==> config.mk <==
export PLATFORM = sky130hd
export DESIGN_NAME = soc_periph_top
export DESIGN_NICKNAME = d
export VERILOG_FILES = /design/src/tlul_pkg.sv /design/src/soc_periph_top.sv /design/src/tl_timer.sv /design/src/tl_gpio.sv /design/src/tl_xbar_periph.sv
export SDC_FILE = /design/constraint.sdc
export NUM_CORES = 1
export LEC_CHECK = 0
export BUFFER_PORTS_ARGS = -buffer_cell sky130_fd_sc_hd__buf_4
export CORE_MARGIN = 2
export CORE_UTILIZATION = 30
export DETAILED_ROUTE_END_ITERATION = 12
export SETUP_SLACK_MARGIN = 0.3
export SLEW_MARGIN = 0
export SYNTH_ARGS = -nofsm -noshare
export SYNTH_HDL_FRONTEND = slang
export SYNTH_SLANG_ARGS = --single-unit
==> constraint.sdc <==
create_clock -name clk_i -period 6.6 [get_ports clk_i]
set_input_delay 1.65 -clock clk_i [delete_from_list [all_inputs] [get_ports clk_i]]
set_output_delay 1.65 -clock clk_i [all_outputs]
set_load 0.02 [all_outputs]
==> src/tlul_pkg.sv <==
`default_nettype none

package tlul_pkg;

  // request opcodes, TL-UL encoding
  typedef enum logic [2:0] {
    PutFullData = 3'h0,
    Get         = 3'h4
  } tl_a_op_e;

  // response opcodes
  typedef enum logic [2:0] {
    AccessAck     = 3'h0,
    AccessAckData = 3'h1
  } tl_d_op_e;

  // host to device, A channel plus d_ready
  typedef struct packed {
    logic        a_valid;
    tl_a_op_e    a_opcode;
    logic [31:0] a_address;
    logic [31:0] a_data;
    logic [3:0]  a_source;
    logic        d_ready;
  } tl_h2d_t;

  // device to host, D channel plus a_ready
  typedef struct packed {
    logic        d_valid;
    tl_d_op_e    d_opcode;
    logic [31:0] d_data;
    logic [3:0]  d_source;
    logic        d_error;
    logic        a_ready;
  } tl_d2h_t;

  // address map, upper half selects the device
  localparam logic [31:0] ADDR_MASK_DEV = 32'hffff_0000;
  localparam logic [31:0] ADDR_GPIO     = 32'h4000_0000;
  localparam logic [31:0] ADDR_TIMER    = 32'h4001_0000;

  // register offset width inside a device window
  localparam int OFFS_W = 16;

  // gpio registers
  localparam logic [OFFS_W-1:0] GPIO_DATA_IN    = 16'h0000;
  localparam logic [OFFS_W-1:0] GPIO_DATA_OUT   = 16'h0004;
  localparam logic [OFFS_W-1:0] GPIO_OE         = 16'h0008;
  localparam logic [OFFS_W-1:0] GPIO_INTR_EN    = 16'h000c;
  // write 1 to clear
  localparam logic [OFFS_W-1:0] GPIO_INTR_STATE = 16'h0010;

  // timer registers
  localparam logic [OFFS_W-1:0] TIMER_CTRL  = 16'h0000;
  localparam logic [OFFS_W-1:0] TIMER_COUNT = 16'h0004;
  localparam logic [OFFS_W-1:0] TIMER_CMP   = 16'h0008;

  localparam int GPIO_W = 32;

endpackage

`default_nettype wire
==> src/soc_periph_top.sv <==
`default_nettype none

module soc_periph_top (
  input  logic                        clk_i,
  input  logic                        arst_n_i,

  // host port
  input  tlul_pkg::tl_h2d_t           tl_i,
  output tlul_pkg::tl_d2h_t           tl_o,

  // gpio pins
  input  logic [tlul_pkg::GPIO_W-1:0] gpio_i,
  output logic [tlul_pkg::GPIO_W-1:0] gpio_o,
  output logic [tlul_pkg::GPIO_W-1:0] gpio_oe_o,

  // interrupts
  output logic [tlul_pkg::GPIO_W-1:0] intr_gpio_o,
  output logic                        intr_timer_o
);

  tlul_pkg::tl_h2d_t xbar_to_gpio;
  tlul_pkg::tl_d2h_t gpio_to_xbar;
  tlul_pkg::tl_h2d_t xbar_to_timer;
  tlul_pkg::tl_d2h_t timer_to_xbar;

  // peripheral crossbar
  tl_xbar_periph u_xbar (
    .clk_i      (clk_i),
    .arst_n_i   (arst_n_i),
    .tl_h_i     (tl_i),
    .tl_h_o     (tl_o),
    .tl_gpio_o  (xbar_to_gpio),
    .tl_gpio_i  (gpio_to_xbar),
    .tl_timer_o (xbar_to_timer),
    .tl_timer_i (timer_to_xbar)
  );

  tl_gpio u_gpio (
    .clk_i       (clk_i),
    .arst_n_i    (arst_n_i),
    .tl_i        (xbar_to_gpio),
    .tl_o        (gpio_to_xbar),
    .gpio_i      (gpio_i),
    .gpio_o      (gpio_o),
    .gpio_oe_o   (gpio_oe_o),
    .intr_gpio_o (intr_gpio_o)
  );

  tl_timer u_timer (
    .clk_i        (clk_i),
    .arst_n_i     (arst_n_i),
    .tl_i         (xbar_to_timer),
    .tl_o         (timer_to_xbar),
    .intr_timer_o (intr_timer_o)
  );

endmodule

`default_nettype wire

==> src/tl_timer.sv <==
`default_nettype none

module tl_timer (
  input  logic              clk_i,
  input  logic              arst_n_i,
  input  tlul_pkg::tl_h2d_t tl_i,
  output tlul_pkg::tl_d2h_t tl_o,
  output logic              intr_timer_o
);

  logic [31:0]                 count_q;
  logic [31:0]                 cmp_q;
  logic                        en_q;
  logic [tlul_pkg::OFFS_W-1:0] offset;
  logic [31:0]                 rd_data;
  logic                        reg_err;
  logic                        is_get;
  logic                        is_put;
  logic                        bad;
  logic                        accept;
  logic                        wr_en;
  logic                        rsp_valid_q;
  logic                        rsp_err_q;
  tlul_pkg::tl_d_op_e          rsp_op_q;
  logic [31:0]                 rsp_data_q;
  logic [3:0]                  rsp_src_q;

  assign offset = tl_i.a_address[tlul_pkg::OFFS_W-1:0];
  assign is_get = (tl_i.a_opcode == tlul_pkg::Get);
  assign is_put = (tl_i.a_opcode == tlul_pkg::PutFullData);
  assign bad    = reg_err || !(is_get || is_put);
  assign accept = tl_i.a_valid && !rsp_valid_q;
  assign wr_en  = accept && is_put && !reg_err;

  always_comb begin
    rd_data = '0;
    reg_err = 1'b0;
    case (offset)
      tlul_pkg::TIMER_CTRL:  rd_data = {31'b0, en_q};
      tlul_pkg::TIMER_COUNT: rd_data = count_q;
      tlul_pkg::TIMER_CMP:   rd_data = cmp_q;
      default:               reg_err = 1'b1;
    endcase
  end

  always_ff @(posedge clk_i or negedge arst_n_i) begin
    if (!arst_n_i) begin
      en_q    <= 1'b0;
      count_q <= '0;
      cmp_q   <= '0;
    end else begin
      if (wr_en && offset == tlul_pkg::TIMER_CTRL) begin
        en_q <= tl_i.a_data[0];
      end
      if (wr_en && offset == tlul_pkg::TIMER_CMP) begin
        cmp_q <= tl_i.a_data;
      end
      // bus write wins over the increment
      if (wr_en && offset == tlul_pkg::TIMER_COUNT) begin
        count_q <= tl_i.a_data;
      end else if (en_q) begin
        count_q <= count_q + 32'd1;
      end
    end
  end

  always_ff @(posedge clk_i or negedge arst_n_i) begin
    if (!arst_n_i) begin
      rsp_valid_q <= 1'b0;
    end else if (accept) begin
      rsp_valid_q <= 1'b1;
    end else if (tl_i.d_ready) begin
      rsp_valid_q <= 1'b0;
    end
  end

  always_ff @(posedge clk_i) begin
    if (accept) begin
      rsp_op_q   <= is_get ? tlul_pkg::AccessAckData : tlul_pkg::AccessAck;
      rsp_data_q <= (is_get && !bad) ? rd_data : '0;
      rsp_src_q  <= tl_i.a_source;
      rsp_err_q  <= bad;
    end
  end

  assign tl_o = '{
    d_valid:  rsp_valid_q,
    d_opcode: rsp_op_q,
    d_data:   rsp_data_q,
    d_source: rsp_src_q,
    d_error:  rsp_err_q,
    a_ready:  ~rsp_valid_q
  };

  // level interrupt, only while counting
  assign intr_timer_o = en_q && (count_q >= cmp_q);

endmodule

`default_nettype wire

==> src/tl_gpio.sv <==
`default_nettype none

module tl_gpio (
  input  logic                        clk_i,
  input  logic                        arst_n_i,
  input  tlul_pkg::tl_h2d_t           tl_i,
  output tlul_pkg::tl_d2h_t           tl_o,
  input  logic [tlul_pkg::GPIO_W-1:0] gpio_i,
  output logic [tlul_pkg::GPIO_W-1:0] gpio_o,
  output logic [tlul_pkg::GPIO_W-1:0] gpio_oe_o,
  output logic [tlul_pkg::GPIO_W-1:0] intr_gpio_o
);

  logic [tlul_pkg::GPIO_W-1:0] data_out_q;
  logic [tlul_pkg::GPIO_W-1:0] oe_q;
  logic [tlul_pkg::GPIO_W-1:0] intr_en_q;
  logic [tlul_pkg::GPIO_W-1:0] intr_state_q;
  logic [tlul_pkg::GPIO_W-1:0] in_q;
  logic [tlul_pkg::GPIO_W-1:0] in_prev_q;
  logic [tlul_pkg::GPIO_W-1:0] rise;
  logic [tlul_pkg::GPIO_W-1:0] clr;
  logic [tlul_pkg::OFFS_W-1:0] offset;
  logic [31:0]                 rd_data;
  logic                        reg_err;
  logic                        is_get;
  logic                        is_put;
  logic                        bad;
  logic                        accept;
  logic                        wr_en;
  logic                        rsp_valid_q;
  logic                        rsp_err_q;
  tlul_pkg::tl_d_op_e          rsp_op_q;
  logic [31:0]                 rsp_data_q;
  logic [3:0]                  rsp_src_q;

  assign offset = tl_i.a_address[tlul_pkg::OFFS_W-1:0];
  assign is_get = (tl_i.a_opcode == tlul_pkg::Get);
  assign is_put = (tl_i.a_opcode == tlul_pkg::PutFullData);
  assign bad    = reg_err || !(is_get || is_put);
  assign accept = tl_i.a_valid && !rsp_valid_q;
  assign wr_en  = accept && is_put && !reg_err;

  always_comb begin
    rd_data = '0;
    reg_err = 1'b0;
    case (offset)
      tlul_pkg::GPIO_DATA_IN:    rd_data = in_q;
      tlul_pkg::GPIO_DATA_OUT:   rd_data = data_out_q;
      tlul_pkg::GPIO_OE:         rd_data = oe_q;
      tlul_pkg::GPIO_INTR_EN:    rd_data = intr_en_q;
      tlul_pkg::GPIO_INTR_STATE: rd_data = intr_state_q;
      default:                   reg_err = 1'b1;
    endcase
  end

  // DATA_IN writes land here and change nothing
  always_ff @(posedge clk_i or negedge arst_n_i) begin
    if (!arst_n_i) begin
      data_out_q <= '0;
      oe_q       <= '0;
      intr_en_q  <= '0;
    end else if (wr_en) begin
      case (offset)
        tlul_pkg::GPIO_DATA_OUT: data_out_q <= tl_i.a_data;
        tlul_pkg::GPIO_OE:       oe_q       <= tl_i.a_data;
        tlul_pkg::GPIO_INTR_EN:  intr_en_q  <= tl_i.a_data;
        default: ;
      endcase
    end
  end

  // sampled input and rising edge detect
  assign rise = in_q & ~in_prev_q;
  assign clr  = (wr_en && offset == tlul_pkg::GPIO_INTR_STATE) ? tl_i.a_data : '0;

  always_ff @(posedge clk_i or negedge arst_n_i) begin
    if (!arst_n_i) begin
      in_q         <= '0;
      in_prev_q    <= '0;
      intr_state_q <= '0;
    end else begin
      in_q         <= gpio_i;
      in_prev_q    <= in_q;
      // new edge beats a clear in the same cycle
      intr_state_q <= (intr_state_q & ~clr) | rise;
    end
  end

  always_ff @(posedge clk_i or negedge arst_n_i) begin
    if (!arst_n_i) begin
      rsp_valid_q <= 1'b0;
    end else if (accept) begin
      rsp_valid_q <= 1'b1;
    end else if (tl_i.d_ready) begin
      rsp_valid_q <= 1'b0;
    end
  end

  always_ff @(posedge clk_i) begin
    if (accept) begin
      rsp_op_q   <= is_get ? tlul_pkg::AccessAckData : tlul_pkg::AccessAck;
      rsp_data_q <= (is_get && !bad) ? rd_data : '0;
      rsp_src_q  <= tl_i.a_source;
      rsp_err_q  <= bad;
    end
  end

  assign tl_o = '{
    d_valid:  rsp_valid_q,
    d_opcode: rsp_op_q,
    d_data:   rsp_data_q,
    d_source: rsp_src_q,
    d_error:  rsp_err_q,
    a_ready:  ~rsp_valid_q
  };

  assign gpio_o      = data_out_q;
  assign gpio_oe_o   = oe_q;
  assign intr_gpio_o = intr_state_q & intr_en_q;

endmodule

`default_nettype wire

==> src/tl_xbar_periph.sv <==
`default_nettype none

module tl_xbar_periph (
  input  logic              clk_i,
  input  logic              arst_n_i,
  input  tlul_pkg::tl_h2d_t tl_h_i,
  output tlul_pkg::tl_d2h_t tl_h_o,
  output tlul_pkg::tl_h2d_t tl_gpio_o,
  input  tlul_pkg::tl_d2h_t tl_gpio_i,
  output tlul_pkg::tl_h2d_t tl_timer_o,
  input  tlul_pkg::tl_d2h_t tl_timer_i
);

  typedef enum logic [1:0] {
    IDLE,
    WAIT_DEV,
    ERR_RSP
  } state_e;

  state_e            state_q;
  state_e            state_d;
  logic              hit_gpio;
  logic              hit_timer;
  logic              sel_gpio_q;
  logic              a_ready_idle;
  logic              accept;
  logic              err_get_q;
  logic [3:0]        err_src_q;
  tlul_pkg::tl_d2h_t dev_rsp;

  assign hit_gpio  = (tl_h_i.a_address & tlul_pkg::ADDR_MASK_DEV) == tlul_pkg::ADDR_GPIO;
  assign hit_timer = (tl_h_i.a_address & tlul_pkg::ADDR_MASK_DEV) == tlul_pkg::ADDR_TIMER;

  // unmapped requests are always taken, the error comes from here
  assign a_ready_idle = hit_gpio  ? tl_gpio_i.a_ready :
                        hit_timer ? tl_timer_i.a_ready : 1'b1;
  assign accept = tl_h_i.a_valid && a_ready_idle && (state_q == IDLE);

  // only the addressed device sees a_valid
  always_comb begin
    tl_gpio_o          = tl_h_i;
    tl_gpio_o.a_valid  = tl_h_i.a_valid && hit_gpio && (state_q == IDLE);
    tl_gpio_o.d_ready  = tl_h_i.d_ready && sel_gpio_q && (state_q == WAIT_DEV);
    tl_timer_o         = tl_h_i;
    tl_timer_o.a_valid = tl_h_i.a_valid && hit_timer && (state_q == IDLE);
    tl_timer_o.d_ready = tl_h_i.d_ready && !sel_gpio_q && (state_q == WAIT_DEV);
  end

  assign dev_rsp = sel_gpio_q ? tl_gpio_i : tl_timer_i;

  always_comb begin
    state_d = state_q;
    case (state_q)
      IDLE: begin
        if (accept) begin
          state_d = (hit_gpio || hit_timer) ? WAIT_DEV : ERR_RSP;
        end
      end
      WAIT_DEV: begin
        if (dev_rsp.d_valid && tl_h_i.d_ready) begin
          state_d = IDLE;
        end
      end
      ERR_RSP: begin
        if (tl_h_i.d_ready) begin
          state_d = IDLE;
        end
      end
      default: state_d = IDLE;
    endcase
  end

  always_ff @(posedge clk_i or negedge arst_n_i) begin
    if (!arst_n_i) begin
      state_q    <= IDLE;
      sel_gpio_q <= 1'b0;
    end else begin
      state_q <= state_d;
      if (accept) begin
        sel_gpio_q <= hit_gpio;
      end
    end
  end

  // kept for the locally built error response
  always_ff @(posedge clk_i) begin
    if (accept) begin
      err_get_q <= (tl_h_i.a_opcode == tlul_pkg::Get);
      err_src_q <= tl_h_i.a_source;
    end
  end

  always_comb begin
    tl_h_o = '0;
    case (state_q)
      WAIT_DEV: begin
        tl_h_o         = dev_rsp;
        tl_h_o.a_ready = 1'b0;
      end
      ERR_RSP: begin
        tl_h_o.d_valid  = 1'b1;
        tl_h_o.d_opcode = err_get_q ? tlul_pkg::AccessAckData : tlul_pkg::AccessAck;
        tl_h_o.d_source = err_src_q;
        tl_h_o.d_error  = 1'b1;
      end
      default: tl_h_o.a_ready = a_ready_idle;
    endcase
  end

endmodule

`default_nettype wire

==> summary.md, run 1 <==
| Metric | Value |
|---|---|
| Final total power | roughly 0.0047 W |
| Yosys warning count | 0 |
| Die Wd | around 230 um |
| Fin Setup TNS | 0 ns |
| Routed WL per cell | 20.7 um |
| Vias in the first global route | roughly 12000 |
| Distinct cells, synth | 50 |
| Critical path arrival | ~3.3 ns |
| Sequential power share | about 47% |
| Residual DRC | 0 |
| Die area | between 50000 and 60000 sq um |
| Setup Skew | about 0.020 ns |
| Commonest cells after routing, fill and taps aside | dfrtp_1 (261), buf_4 (257), mux2_2 (142) |
| CTS root buffer | clkbuf_16 |
| Post-synth EDFFs | a little over 80 |
| Post-route setup slack | 1.70 ns |
| Post-CTS resize count | 0 |
| Met1 Track Usage GR | between 20% and 30% |
| Hold_buf cts | 0 |
| DR pass1 iterations | 7 |
| DP Area | 18100 sq um |
| Grt met3 use | 3.05% |
| Synth top area share | between 40% and 50% |
| Top_reg_cell synth | dfrtp_1 |
| Most common cell after layout, fill and taps aside | dfrtp_1 |
| CP Class | reg -> out |
| Main area contributors after synthesis | dfrtp_1 (42%), edfxtp_1 (16%), mux2_2 (10%) |
| Clk pwr share | slightly below 50% |
| Synth Cell Area | roughly 16000 sq um |
| Number of port buffers | about 240 |
| Max_cap viols | 0 |
| Unrepaired setup endpoints after global routing | no |
| # setup viols final | 0 |
| Reg clk slew, reported paths | roughly 0.06 ns |
| Placer congestion estimate | 0.793 |
| Total Nets Final | 1601 |
| Die H | between 200 and 250 um |
| Internal | 0.00369 W |
| TritonCTS buffer count | 40 |
| Leakage Power | 8.67 nW |
| CP Data Required Time | 4.95 ns |
| Antenna fix cells | 0 |
| Avg Inst Size Synth | around 13 sq um |
| Sequential fraction of the synthesis area | roughly 58% |
| Sink Count | 343 |
| Vias per inst | 5.06 |
| Crit start category | flip-flop |
| Dpl ws | ~1.6 ns |
| Fraction of layout cells with a size suffix above 1 | 32.5% |
| FP Rows | 83 |
| I/O Pins | between 200 and 250 |
| Period utilisation layout | 74.3% |
| Post-route cell area | a little under 20000 sq um |
| Worst setup EP type | primary output |
| Pwr Density | roughly 240 nW/um^2 |
| Bufs on Longest Clock Path | 3 |
| Core Area | between 50000 and 60000 sq um |
| First-pass GRT wire length | 69.0 mm |
| Synth area leader | dfrtp_1 |
| Syn-to-layout area delta | 25.4% |
| Hpwl dp | 29.1 mm |
| Final hold vios | 0 |
| Setup Buffers After CTS | 0 |
| Min Tclk post-route | 4.90 ns |
| Clk_lat worst skew | approximately 0.57 ns |
| Global Route Usage Sum | approximately 17% |
| Post-Syn Instances | between 1000 and 1500 |
| Register area | roughly 9000 sq um |
| IR drop worst, VDD | ~140 uV |
| Asr flop ratio synth | 76.4% |
| M2 GR Usage | between 20% and 30% |
| Crit path max fanout | 5 |
| Area of the multi-input gates | 6020 sq um |
| Routed vias | between 10000 and 15000 |
| # fillers | approximately 5000 |
| GRT busiest layer | met2 |
| Net Switching | ~0.0010 W |
| H-tree depth | 2 |
| Hold crit path type | reg -> reg |
| Slew Viols, Final | 0 |
| Initial antenna violation count | 0 |
| Antenna viol nets, final | 0 |
| Cells on worst reg2reg path | 7 |
| Yosys reg bits | 343 |
| Initial core utilization | 30.3% |
| DRT iter0 DRCs | approximately 890 |
| Pin count of the biggest net entering global routing | about 130 |
| F_max | about 200 MHz |
| Slew @ Worst Pin | between 1 and 1.5 ns |
| Comb power frac | under 10% |
| Sw Share | around 22% |
| TritonCTS clock tree | built |
| Hold Path Stages | 0 |
| Drt total wl | 44.8 mm |
| Status | completed |
| Total grt overflow | 0 |
| Rel. slew slack | 25.1% |
==> critical path: stages, from the launching register on <==
cell and delay, ns:
dfrtp_1 0.42, inv_1 0.06, ha_1 0.26, nand2b_1 0.14, a2111oi_0 0.43, o21ai_0 0.24
a2111oi_0 0.72, o21ai_0 0.21, buf_4 0.21
==> power by group through the flow <==
stage / Clock [W] / Sequential (W) / Combinational (W)
global route: 0.00246 / 0.00221 / 0.000250
finish: 0.00230 / 0.00221 / 0.000224
CTS: 0.00238 / 0.00221 / 0.000230
detailed placement: 0 / 0.00225 / 0.000229
floorplan: 0 / 0.00225 / 0.0000800
global placement: 0 / 0.00225 / 0.000227
==> area by class of cell <==
| class | count | area share [%] |
|---|---|---|
| Inverter | 73 | 1.41 |
| Multi-Input combinational cell | 741 | 30.9 |
| Tap cell | 680 | 4.37 |
| Sequential cell | 343 | 46.1 |
| Timing Repair Buffer | 259 | 10.1 |
| Clock buffer | 59 | 6.29 |
| Clock inverter | 14 | 0.790 |
==> stage by stage <==
step | hold WS (ns) | utilization (%) | std cells
global route | 0.409 | 38.0 | 2169
detailed placement | 0.390 | 35.3 | 2096
CTS | 0.403 | 38.0 | 2169
global placement | 0.387 | 35.3 | 2096
finish | 0.401 | 38.0 | 2169
floorplan | 0.375 | - | 1226
==> worst paths after layout <==
| check | start | endpoint | slack (ns) |
|---|---|---|---|
| worst max-delay path | u_timer.count_q[0] | intr_timer_o | 1.70 |
| worst max register to register | u_xbar.state_q[0] | u_gpio.intr_en_q[6] | 3.28 |
| min in group asynchronous | arst_n_i | u_gpio.in_q[26] | 1.10 |
| worst min-delay path | u_gpio.in_q[10] | u_gpio.in_prev_q[10] | 0.40 |
| max in group asynchronous | arst_n_i | u_timer.cmp_q[12] | 4.28 |
| worst min register to register | u_gpio.in_q[10] | u_gpio.in_prev_q[10] | 0.40 |
==> synth_stat cells (3+ instances only) <==
cell      instances
dfrtp_1         262
mux2_2          142
edfxtp_1         81
inv_1            73
a22oi_1          69
nand3_1          50
a21oi_1          48
nor2_1           46
nor2b_1          40
ha_1             36
and2_1           34
a222oi_1         33
a22o_1           33
buf_2            33
mux2i_1          33
clkbuf_1         28
mux2_1           26
nand2_1          25
xor2_1           17
nor4_1           13
xnor2_1          13
nand4_1          12
nor3_1           11
o21ai_0           9
and4_1            7
and3_1            5
buf_1             5
or3_1             5
a21o_1            3
buf_4             3
nand2_2           3
nand2b_1          3
==> sequential cells by signal, indices dropped and copies added, names as in the netlist, 2 cells and up <==
register and count:
u_gpio.in_prev_q 32, u_gpio.intr_state_q 32, u_gpio.intr_en_q 32, u_gpio.rsp_data_q 32
u_gpio.gpio_o 32, u_gpio.in_q 32, u_gpio.gpio_oe_o 32, u_xbar.state_q 2
u_timer.rsp_data_q 32, u_xbar.err_src_q 4, u_gpio.rsp_src_q 4, u_timer.count_q 32
u_timer.cmp_q 32, u_timer.rsp_src_q 4
==> metal layers <==
metal | up-vias | share of wire [%]
met5 | - | 0
met3 | 60 | 5.9
li1 | 4988 | -
met2 | 346 | 47
met1 | 5576 | 45
met4 | 0 | 1.6
==> logic make-up (layout without fill, tap and decap cells) <==
group | count (synthesis) | after routing | synth area share [%]
fa+ha+maj | 36 | 36 | 2.90
xor+xnor | 30 | 30 | 1.69
buf+inv | 142 | 405 | 3.77
simple gates | 265 | 265 | 9.54
flops | 343 | 343 | 57.8
other cells | 1 | 2 | 0.0241
mux | 201 | 201 | 14.3
compound gates | 207 | 207 | 9.94
Note: power is estimated with default switching activity, not from simulation.
==> run 2: changes to the inputs <==
Settings changed: ABC_AREA set to 1.
Clock period 6.6 ns to 4.8 ns, I/O delays scaled along.
==> run 2 against run 1 <==
Design area up 11%. Hold slack better by 0.0049 ns. Wire length up 37%. Clock power up 43%. Largest cell class unchanged. Largest power group unchanged. Highest routed layer is now met5.
==> summary.md, run 2 <==
| Metric | Value |
|---|---|
| Yosys warning count | 0 (unchanged) |
| Distinct cells, synth | 42 (-16%) |
| Antenna viol nets, final | 0 (unchanged) |
| Post-synth EDFFs | 81 (unchanged) |
| Synth Cell Area | 17600 sq um (+13%) |
| Slew @ Worst Pin | 1.01 ns (-0.109 ns) |
| Setup Buffers After CTS | 0 (unchanged) |
| I/O Pins | 246 (unchanged) |
| Synth area leader | dfrtp_1 |
| IR drop worst, VDD | 198 uV (+45%) |
| Rel. slew slack | 32.5% (+7.4 points) |
| Hold_ws | 0.406 ns (+0.00491 ns) |
| DRT iter0 DRCs | 1408 (+58%) |
| Pwr Density | 311 nW/um^2 (+28%) |
| Bufs on Longest Clock Path | 3 (unchanged) |
| Setup Skew | 0.0263 ns (+0.00662 ns) |
| Internal | 0.00518 W (+40%) |
| Post-CTS resize count | 0 (unchanged) |
| Comb power frac | 5.7% (+1.0 points) |
| Reg clk slew, reported paths | 0.06 ns (about the same) |
| CP Class | reg -> out |
| Critical path arrival | 2.88 ns (-0.37 ns) |
| Top-count cell post-synth | nand2_1 |
| CTS root buffer | clkbuf_16 |
| Total Nets Final | 2547 (+59%) |
| Initial core utilization | 30.4% (+0.098 points) |
| Placed cells | 3127 (+49%) |
| Final hold vios | 0 (unchanged) |
| Slew Viols, Final | 0 (unchanged) |
| Final total power | 0.00673 W (+42%) |
| Sequential power share | 45.2% (-1.4 points) |
| Vias in the first global route | 15600 (+35%) |
| Main area contributors after synthesis | dfrtp_1 (37%), nand2_1 (16%), edfxtp_1 (14%) |
| Cell Count, Final, Fillers Out | 3201 (+48%) |
| Synth top area share | 37.3% (-4.9 points) |
| Status | completed |
| Avg Inst Size Synth | 8.01 sq um (-37%) |
| TritonCTS clock tree | built |
| Hold crit path type | reg -> reg |
| Placer congestion estimate | 0.890 (+12%) |
| Most common cell after layout, fill and taps aside | nand2_1 |
| # setup viols final | 0 (unchanged) |
| Vias per inst | 4.95 (-2.2%) |
| Hold_buf cts | 0 (unchanged) |
| TritonCTS buffer count | 40 (unchanged) |
| Leakage Power | 10.5 nW (+22%) |
| Unrepaired setup endpoints after global routing | no |
| Pin count of the biggest net entering global routing | 90 (-30%) |
| Crit path max fanout | 32 (+27) |
| Routed vias | 15800 (+44%) |
| Routed WL per cell | 19.2 um (-6.9%) |
| Net Switching | 0.00155 W (+48%) |
| Clk_lat worst skew | 0.57 ns (about the same) |
| Die area | 60500 sq um (+13%) |
| Die Wd | 246 um (+6.2%) |
| Yosys reg bits | 343 (unchanged) |
| Die H | 246 um (+6.2%) |
| Period utilisation layout | 84.9% |
| F_max | approximately 250 MHz |
| CP Data Required Time | 3.60 ns (-1.35 ns) |
| Clk pwr share | 49.1% (+0.5 points) |
| Fraction of layout cells with a size suffix above 1 | 16.2% (-16 points) |
| H-tree depth | 2 (unchanged) |
| Number of port buffers | 243 (unchanged) |
| Hpwl dp | 42.5 mm (+46%) |
| Min Tclk post-route | slightly above 4 ns |
| Global Route Usage Sum | 20.0% (+3.3 points) |
| FP Rows | 88 (+6.0%) |
| Core Area | 57800 sq um (+13%) |
| Total grt overflow | 0 (unchanged) |
| Post-Syn Instances | 2194 (+79%) |
| Fin Setup TNS | 0 ns (unchanged) |
| Drt total wl | 61.6 mm (+37%) |
| Max_cap viols | 0 (unchanged) |
| Crit start category | flip-flop |
| Sequential fraction of the synthesis area | 51.2% (-6.7 points) |
| Initial antenna violation count | 2 (+2) |
| Syn-to-layout area delta | 23.1% |
| First-pass GRT wire length | 93.0 mm (+35%) |
| Synth top cells by count | nand2_1 (752), dfrtp_1 (262), inv_1 (253), nand3_1 (179), nand4_1 (142) |
| Residual DRC | 0 (unchanged) |
| Worst setup EP type | primary output |
| Top_reg_cell synth | dfrtp_1 |
| Sink Count | 343 (unchanged) |
| Commonest cells after routing, fill and taps aside | nand2_1 (752), buf_4 (273), dfrtp_1 (262) |
| Antenna fix cells | 0 (unchanged) |
| Asr flop ratio synth | 76.4% (unchanged) |
| Sw Share | 23.1% (+0.95 points) |
| DR pass1 iterations | 6 (-1) |
run 2: changes by cell type after synthesis, moves of 93 or more:
cell | before | now
inv_1 | 73 | 253
mux2_2 | 142 | 0
nand2_1 | 25 | 752
nand3_1 | 50 | 179
nand4_1 | 12 | 142
nor2_1 | 46 | 139
run 2: layer usage:
| layer | vias to the layer above | wire length, um | part of all wire, % | track usage, % |
|---|---|---|---|---|
| li1 | 7486 | - | - | - |
| met1 | 7657 | 26700 | 43 | 26.5 |
| met2 | 569 | 28400 | 46 | 32.3 |
| met3 | 117 | 4170 | 6.8 | 3.26 |
| met4 | 4 | 2340 | 3.8 | 8.65 |
| met5 | - | 21 | 0.034 | 0 |
run 2: path summary, 6_finish.rpt:
check	from	end	slack, ns	cells past startpoint
max	u_xbar.state_q[1]	tl_o[37]	0.72	6
min	u_gpio.in_q[22]	u_gpio.in_prev_q[22]	0.41	0
max reg2reg	u_xbar.state_q[0]	u_gpio.gpio_o[19]	2.20	9
min reg2reg	u_gpio.in_q[22]	u_gpio.in_prev_q[22]	0.41	0
max in group asynchronous	arst_n_i	u_gpio.intr_state_q[2]	3.17	2
min in group asynchronous	arst_n_i	u_gpio.in_q[8]	0.60	1
run 2: critical path: stages (launching register included):
cell and delay [ns]:
dfrtp_1 0.39, inv_1 0.09, ha_1 0.50, clkinv_1 0.25
buf_4 0.34, a21oi_1 0.49, buf_4 0.24
run 2: power by group through the flow:
| stage | sequential, W | combinational [W] | clock (W) |
|---|---|---|---|
| floorplan | 0.00309 | 0.000154 | 0 |
| detailed placement | 0.00310 | 0.000393 | 0 |
| global placement | 0.00309 | 0.000388 | 0 |
| global route | 0.00304 | 0.000431 | 0.00346 |
| finish | 0.00304 | 0.000387 | 0.00330 |
| CTS | 0.00304 | 0.000394 | 0.00336 |
run 2: cells by family after synthesis:
logic type	Yosys count	synth area share, %
buf+inv	372	8.71
simple gates	1253	31.3
compound gates	163	4.99
flops	343	51.2
fa+ha+maj	36	2.56
xor+xnor	26	1.30
other cells	1	0.0213
run 2: metrics by stage:
stage                     utilization [%]  cell area, sq um  setup slack [ns]
after floorplan                         -             17600              1.66
after global placement               34.9             20200              1.26
after detailed placement             34.9             20200              1.21
after CTS                            37.4             21600             0.668
after global routing                 37.4             21600             0.404
final                                37.4             21600             0.723
run 2: cell type report:
type	instances	area, sq um
well taps	765	957
fillers	5995	36200
repair buffers	280	2180
clock inverters	15	199
flip-flops and latches	343	8990
clock buffers	59	1250
inverters	259	975
multi-input cells	1480	7070
==> run 3: changes to the inputs <==
Settings changed: ABC_AREA 1 to 0.
Clock period 4.8 ns to 4.3 ns, I/O delays scaled along.
==> run 3 against run 2 <==
Hold slack got worse by 0.0079 ns. Register-to-register slack worse by 0.60 ns. Sequential share of layout area increased by 4.2 points. Global-route usage is 3.2 points lower. Largest power group unchanged. Non-clock buffer count down 3. Worst setup slack lost 0.22 ns. Die area is 11% lower. Via count shrank 30%. Design area decreased by 9.1%. Sequential cell count is the same. Highest routed layer is now met4.
==> summary.md, run 3 (synthesized netlist as in run 1, its figures left out) <==
| Metric | Value |
|---|---|
| Placed cells | 2114 (-32%) |
| Slew Viols, Final | 0 (unchanged) |
| Max stage delay on crit path | 0.42 ns (-0.08 ns) |
| Crit start category | flip-flop |
| Hold crit path type | reg -> reg |
| Placer congestion estimate | 0.804 (-9.6%) |
| Worst setup EP type | primary output |
| Vias in the first global route | 11500 (-26%) |
| Number of port buffers | 243 (unchanged) |
| Net Switching | 0.00159 W (+2.3%) |
| Vias per inst | 5.09 (+3.0%) |
| Bufs on Longest Clock Path | 3 (unchanged) |
| Die area | 53600 sq um (-11%) |
| Total grt overflow | 0 (unchanged) |
| Final hold vios | 0 (unchanged) |
| Final total power | 0.00724 W (+7.5%) |
| Grt met3 use | 2.69% (-0.56 points) |
| Slew @ Worst Pin | 1.01 ns (+0.00287 ns) |
| Critical path arrival | 2.73 ns (-0.15 ns) |
| Crit-path cells | inv_1, ha_1, nand2b_1, a2111oi_1, o21ai_0, a2111oi_1, o21ai_0, buf_4 |
| Pwr Density | 368 nW/um^2 (+18%) |
| Met1 Track Usage GR | 24.0% (-2.5 points) |
| Crit path max-delay cell type | dfrtp_1 |
| Cell Count, Final, Fillers Out | 2185 (-32%) |
| Total Nets Final | 1619 (-36%) |
| CP Class | reg -> out |
| TritonCTS buffer count | 40 (unchanged) |
| Sink Count | 343 (unchanged) |
| I/O Pins | 246 (unchanged) |
| Commonest cells after routing, fill and taps aside | buf_4 (270), dfrtp_1 (261), mux2_2 (142) |
| Crit path max fanout | 5 (-84%) |
| Antenna viol nets, final | 0 (unchanged) |
| Initial core utilization | 30.3% (-0.098 points) |
| Sequential power share | 46.9% (+1.7 points) |
| # fillers | 4962 (-17%) |
| Residual DRC | 0 (unchanged) |
| Global Route Usage Sum | 16.9% (-3.2 points) |
| Hpwl dp | 31.0 mm (-27%) |
| FP Rows | 83 (-5.7%) |
| Area of the multi-input gates | 6020 sq um (-15%) |
| TritonCTS clock tree | built |
| Most common cell after layout, fill and taps aside | buf_4 |
| GRT busiest layer | met2 |
| Clk_lat worst skew | 0.55 ns (-0.02 ns) |
| Hold_ws | 0.398 ns (-0.00790 ns) |
| Routed WL per cell | 20.9 um (+8.4%) |
| Register area | 8990 sq um (about the same) |
| Hold_buf cts | 0 (unchanged) |
| Min Tclk post-route | around 3.8 ns |
| Fraction of layout cells with a size suffix above 1 | 32.9% (+17 points) |
| Reg clk slew, reported paths | 0.06 ns (about the same) |
| First-pass GRT wire length | 69.4 mm (-25%) |
| Period utilisation layout | 88.4% |
| IR drop worst, VDD | 222 uV (+13%) |
| Setup Buffers After CTS | 0 (unchanged) |
| Status | completed |
| # setup viols final | 0 (unchanged) |
| Max_cap viols | 0 (unchanged) |
| Die Wd | 232 um (-5.8%) |
| Antenna fix cells | 0 (unchanged) |
| Unrepaired setup endpoints after global routing | no |
| Setup Skew | 0.0160 ns (-0.0103 ns) |
| Fin Setup TNS | 0 ns (unchanged) |
| Comb power frac | 4.8% (-0.9 points) |
| Die H | 232 um (-5.8%) |
| Drt total wl | 45.6 mm (-26%) |
| H-tree depth | 2 (unchanged) |
| CP Data Required Time | 3.22 ns (-0.38 ns) |
| Rel. slew slack | 32.1% (-0.36 points) |
| Clk pwr share | 48.3% (-0.8 points) |
| CTS root buffer | clkbuf_16 |
| DR pass1 iterations | 7 (+1) |
| Syn-to-layout area delta | 26.4% |
| Pin count of the biggest net entering global routing | 87 (-3.3%) |
| Routed vias | 11100 (-30%) |
| Initial antenna violation count | 0 (-2) |
| Sw Share | 22.0% (-1.1 points) |
| DRT iter0 DRCs | 886 (-37%) |
| M2 GR Usage | 26.4% (-5.9 points) |
| Core Area | 51300 sq um (-11%) |
| Internal | 0.00565 W (+9.0%) |
| Leakage Power | 8.75 nW (-17%) |
| F_max | roughly 260 MHz |
==> run 3: critical path: cells and delay by family (launching register included) <==
kind | cells | cell delay, ns
AO/OA/AOI/OAI | 4 | 1.10
flip-flops | 1 | 0.42
adder cells (fa/ha/maj) | 1 | 0.26
buffers and inverters | 2 | 0.27
AND/OR/NAND/NOR | 1 | 0.13
==> run 3: power groups by stage <==
stage / clock (W) / combinational [W] / sequential (W)
6_report: 0.00349 / 0.000349 / 0.00339
5_1_grt: 0.00372 / 0.000384 / 0.00339
4_1_cts: 0.00360 / 0.000358 / 0.00339
3_5_place_dp: 0 / 0.000356 / 0.00345
3_3_place_gp: 0 / 0.000350 / 0.00345
2_1_floorplan: 0 / 0.000123 / 0.00345
==> run 3: metal layers <==
| layer | up-vias | wire, um |
|---|---|---|
| li1 | 5007 | - |
| met1 | 5697 | 21300 |
| met4 | 0 | 924 |
| met5 | - | 0 |
| met3 | 63 | 2540 |
| met2 | 361 | 20800 |
==> run 3: worst paths after layout <==
path                                     from                    to  slack (ns)  cells after the start
min                           u_gpio.in_q[27]  u_gpio.in_prev_q[27]        0.40                      0
max reg2reg                 u_xbar.state_q[0]      u_gpio.gpio_o[3]        1.60                      8
max in group asynchronous            arst_n_i   u_gpio.in_prev_q[4]        2.83                      2
min in group asynchronous            arst_n_i     u_gpio.gpio_o[25]        0.52                      1
max                        u_timer.count_q[0]          intr_timer_o        0.50                      8
min reg2reg                   u_gpio.in_q[27]  u_gpio.in_prev_q[27]        0.40                      0
==> run 3: cell type report <==
class	count	area share, %
inverters	73	1.40
repair buffers	277	11.0
clock inverters	17	1.09
multi-input cells	741	30.7
flip-flops and latches	343	45.8
well taps	680	4.33
clock buffers	54	5.73
==> run 3: timing repair <==
item,CTS,global route
endpoints found under the hold margin,0,0
endpoints found under the setup margin,0,1
resized for setup,0,2
==> run 3: metrics by stage <==
stage / area (sq um) / utilization [%] / setup WS, ns
2_1_floorplan: 15500 / - / 0.467
3_3_place_gp: 18300 / 35.7 / 0.813
3_5_place_dp: 18300 / 35.7 / 0.812
4_1_cts: 19600 / 38.3 / 0.333
5_1_grt: 19600 / 38.3 / 0.340
6_report: 19600 / 38.3 / 0.499
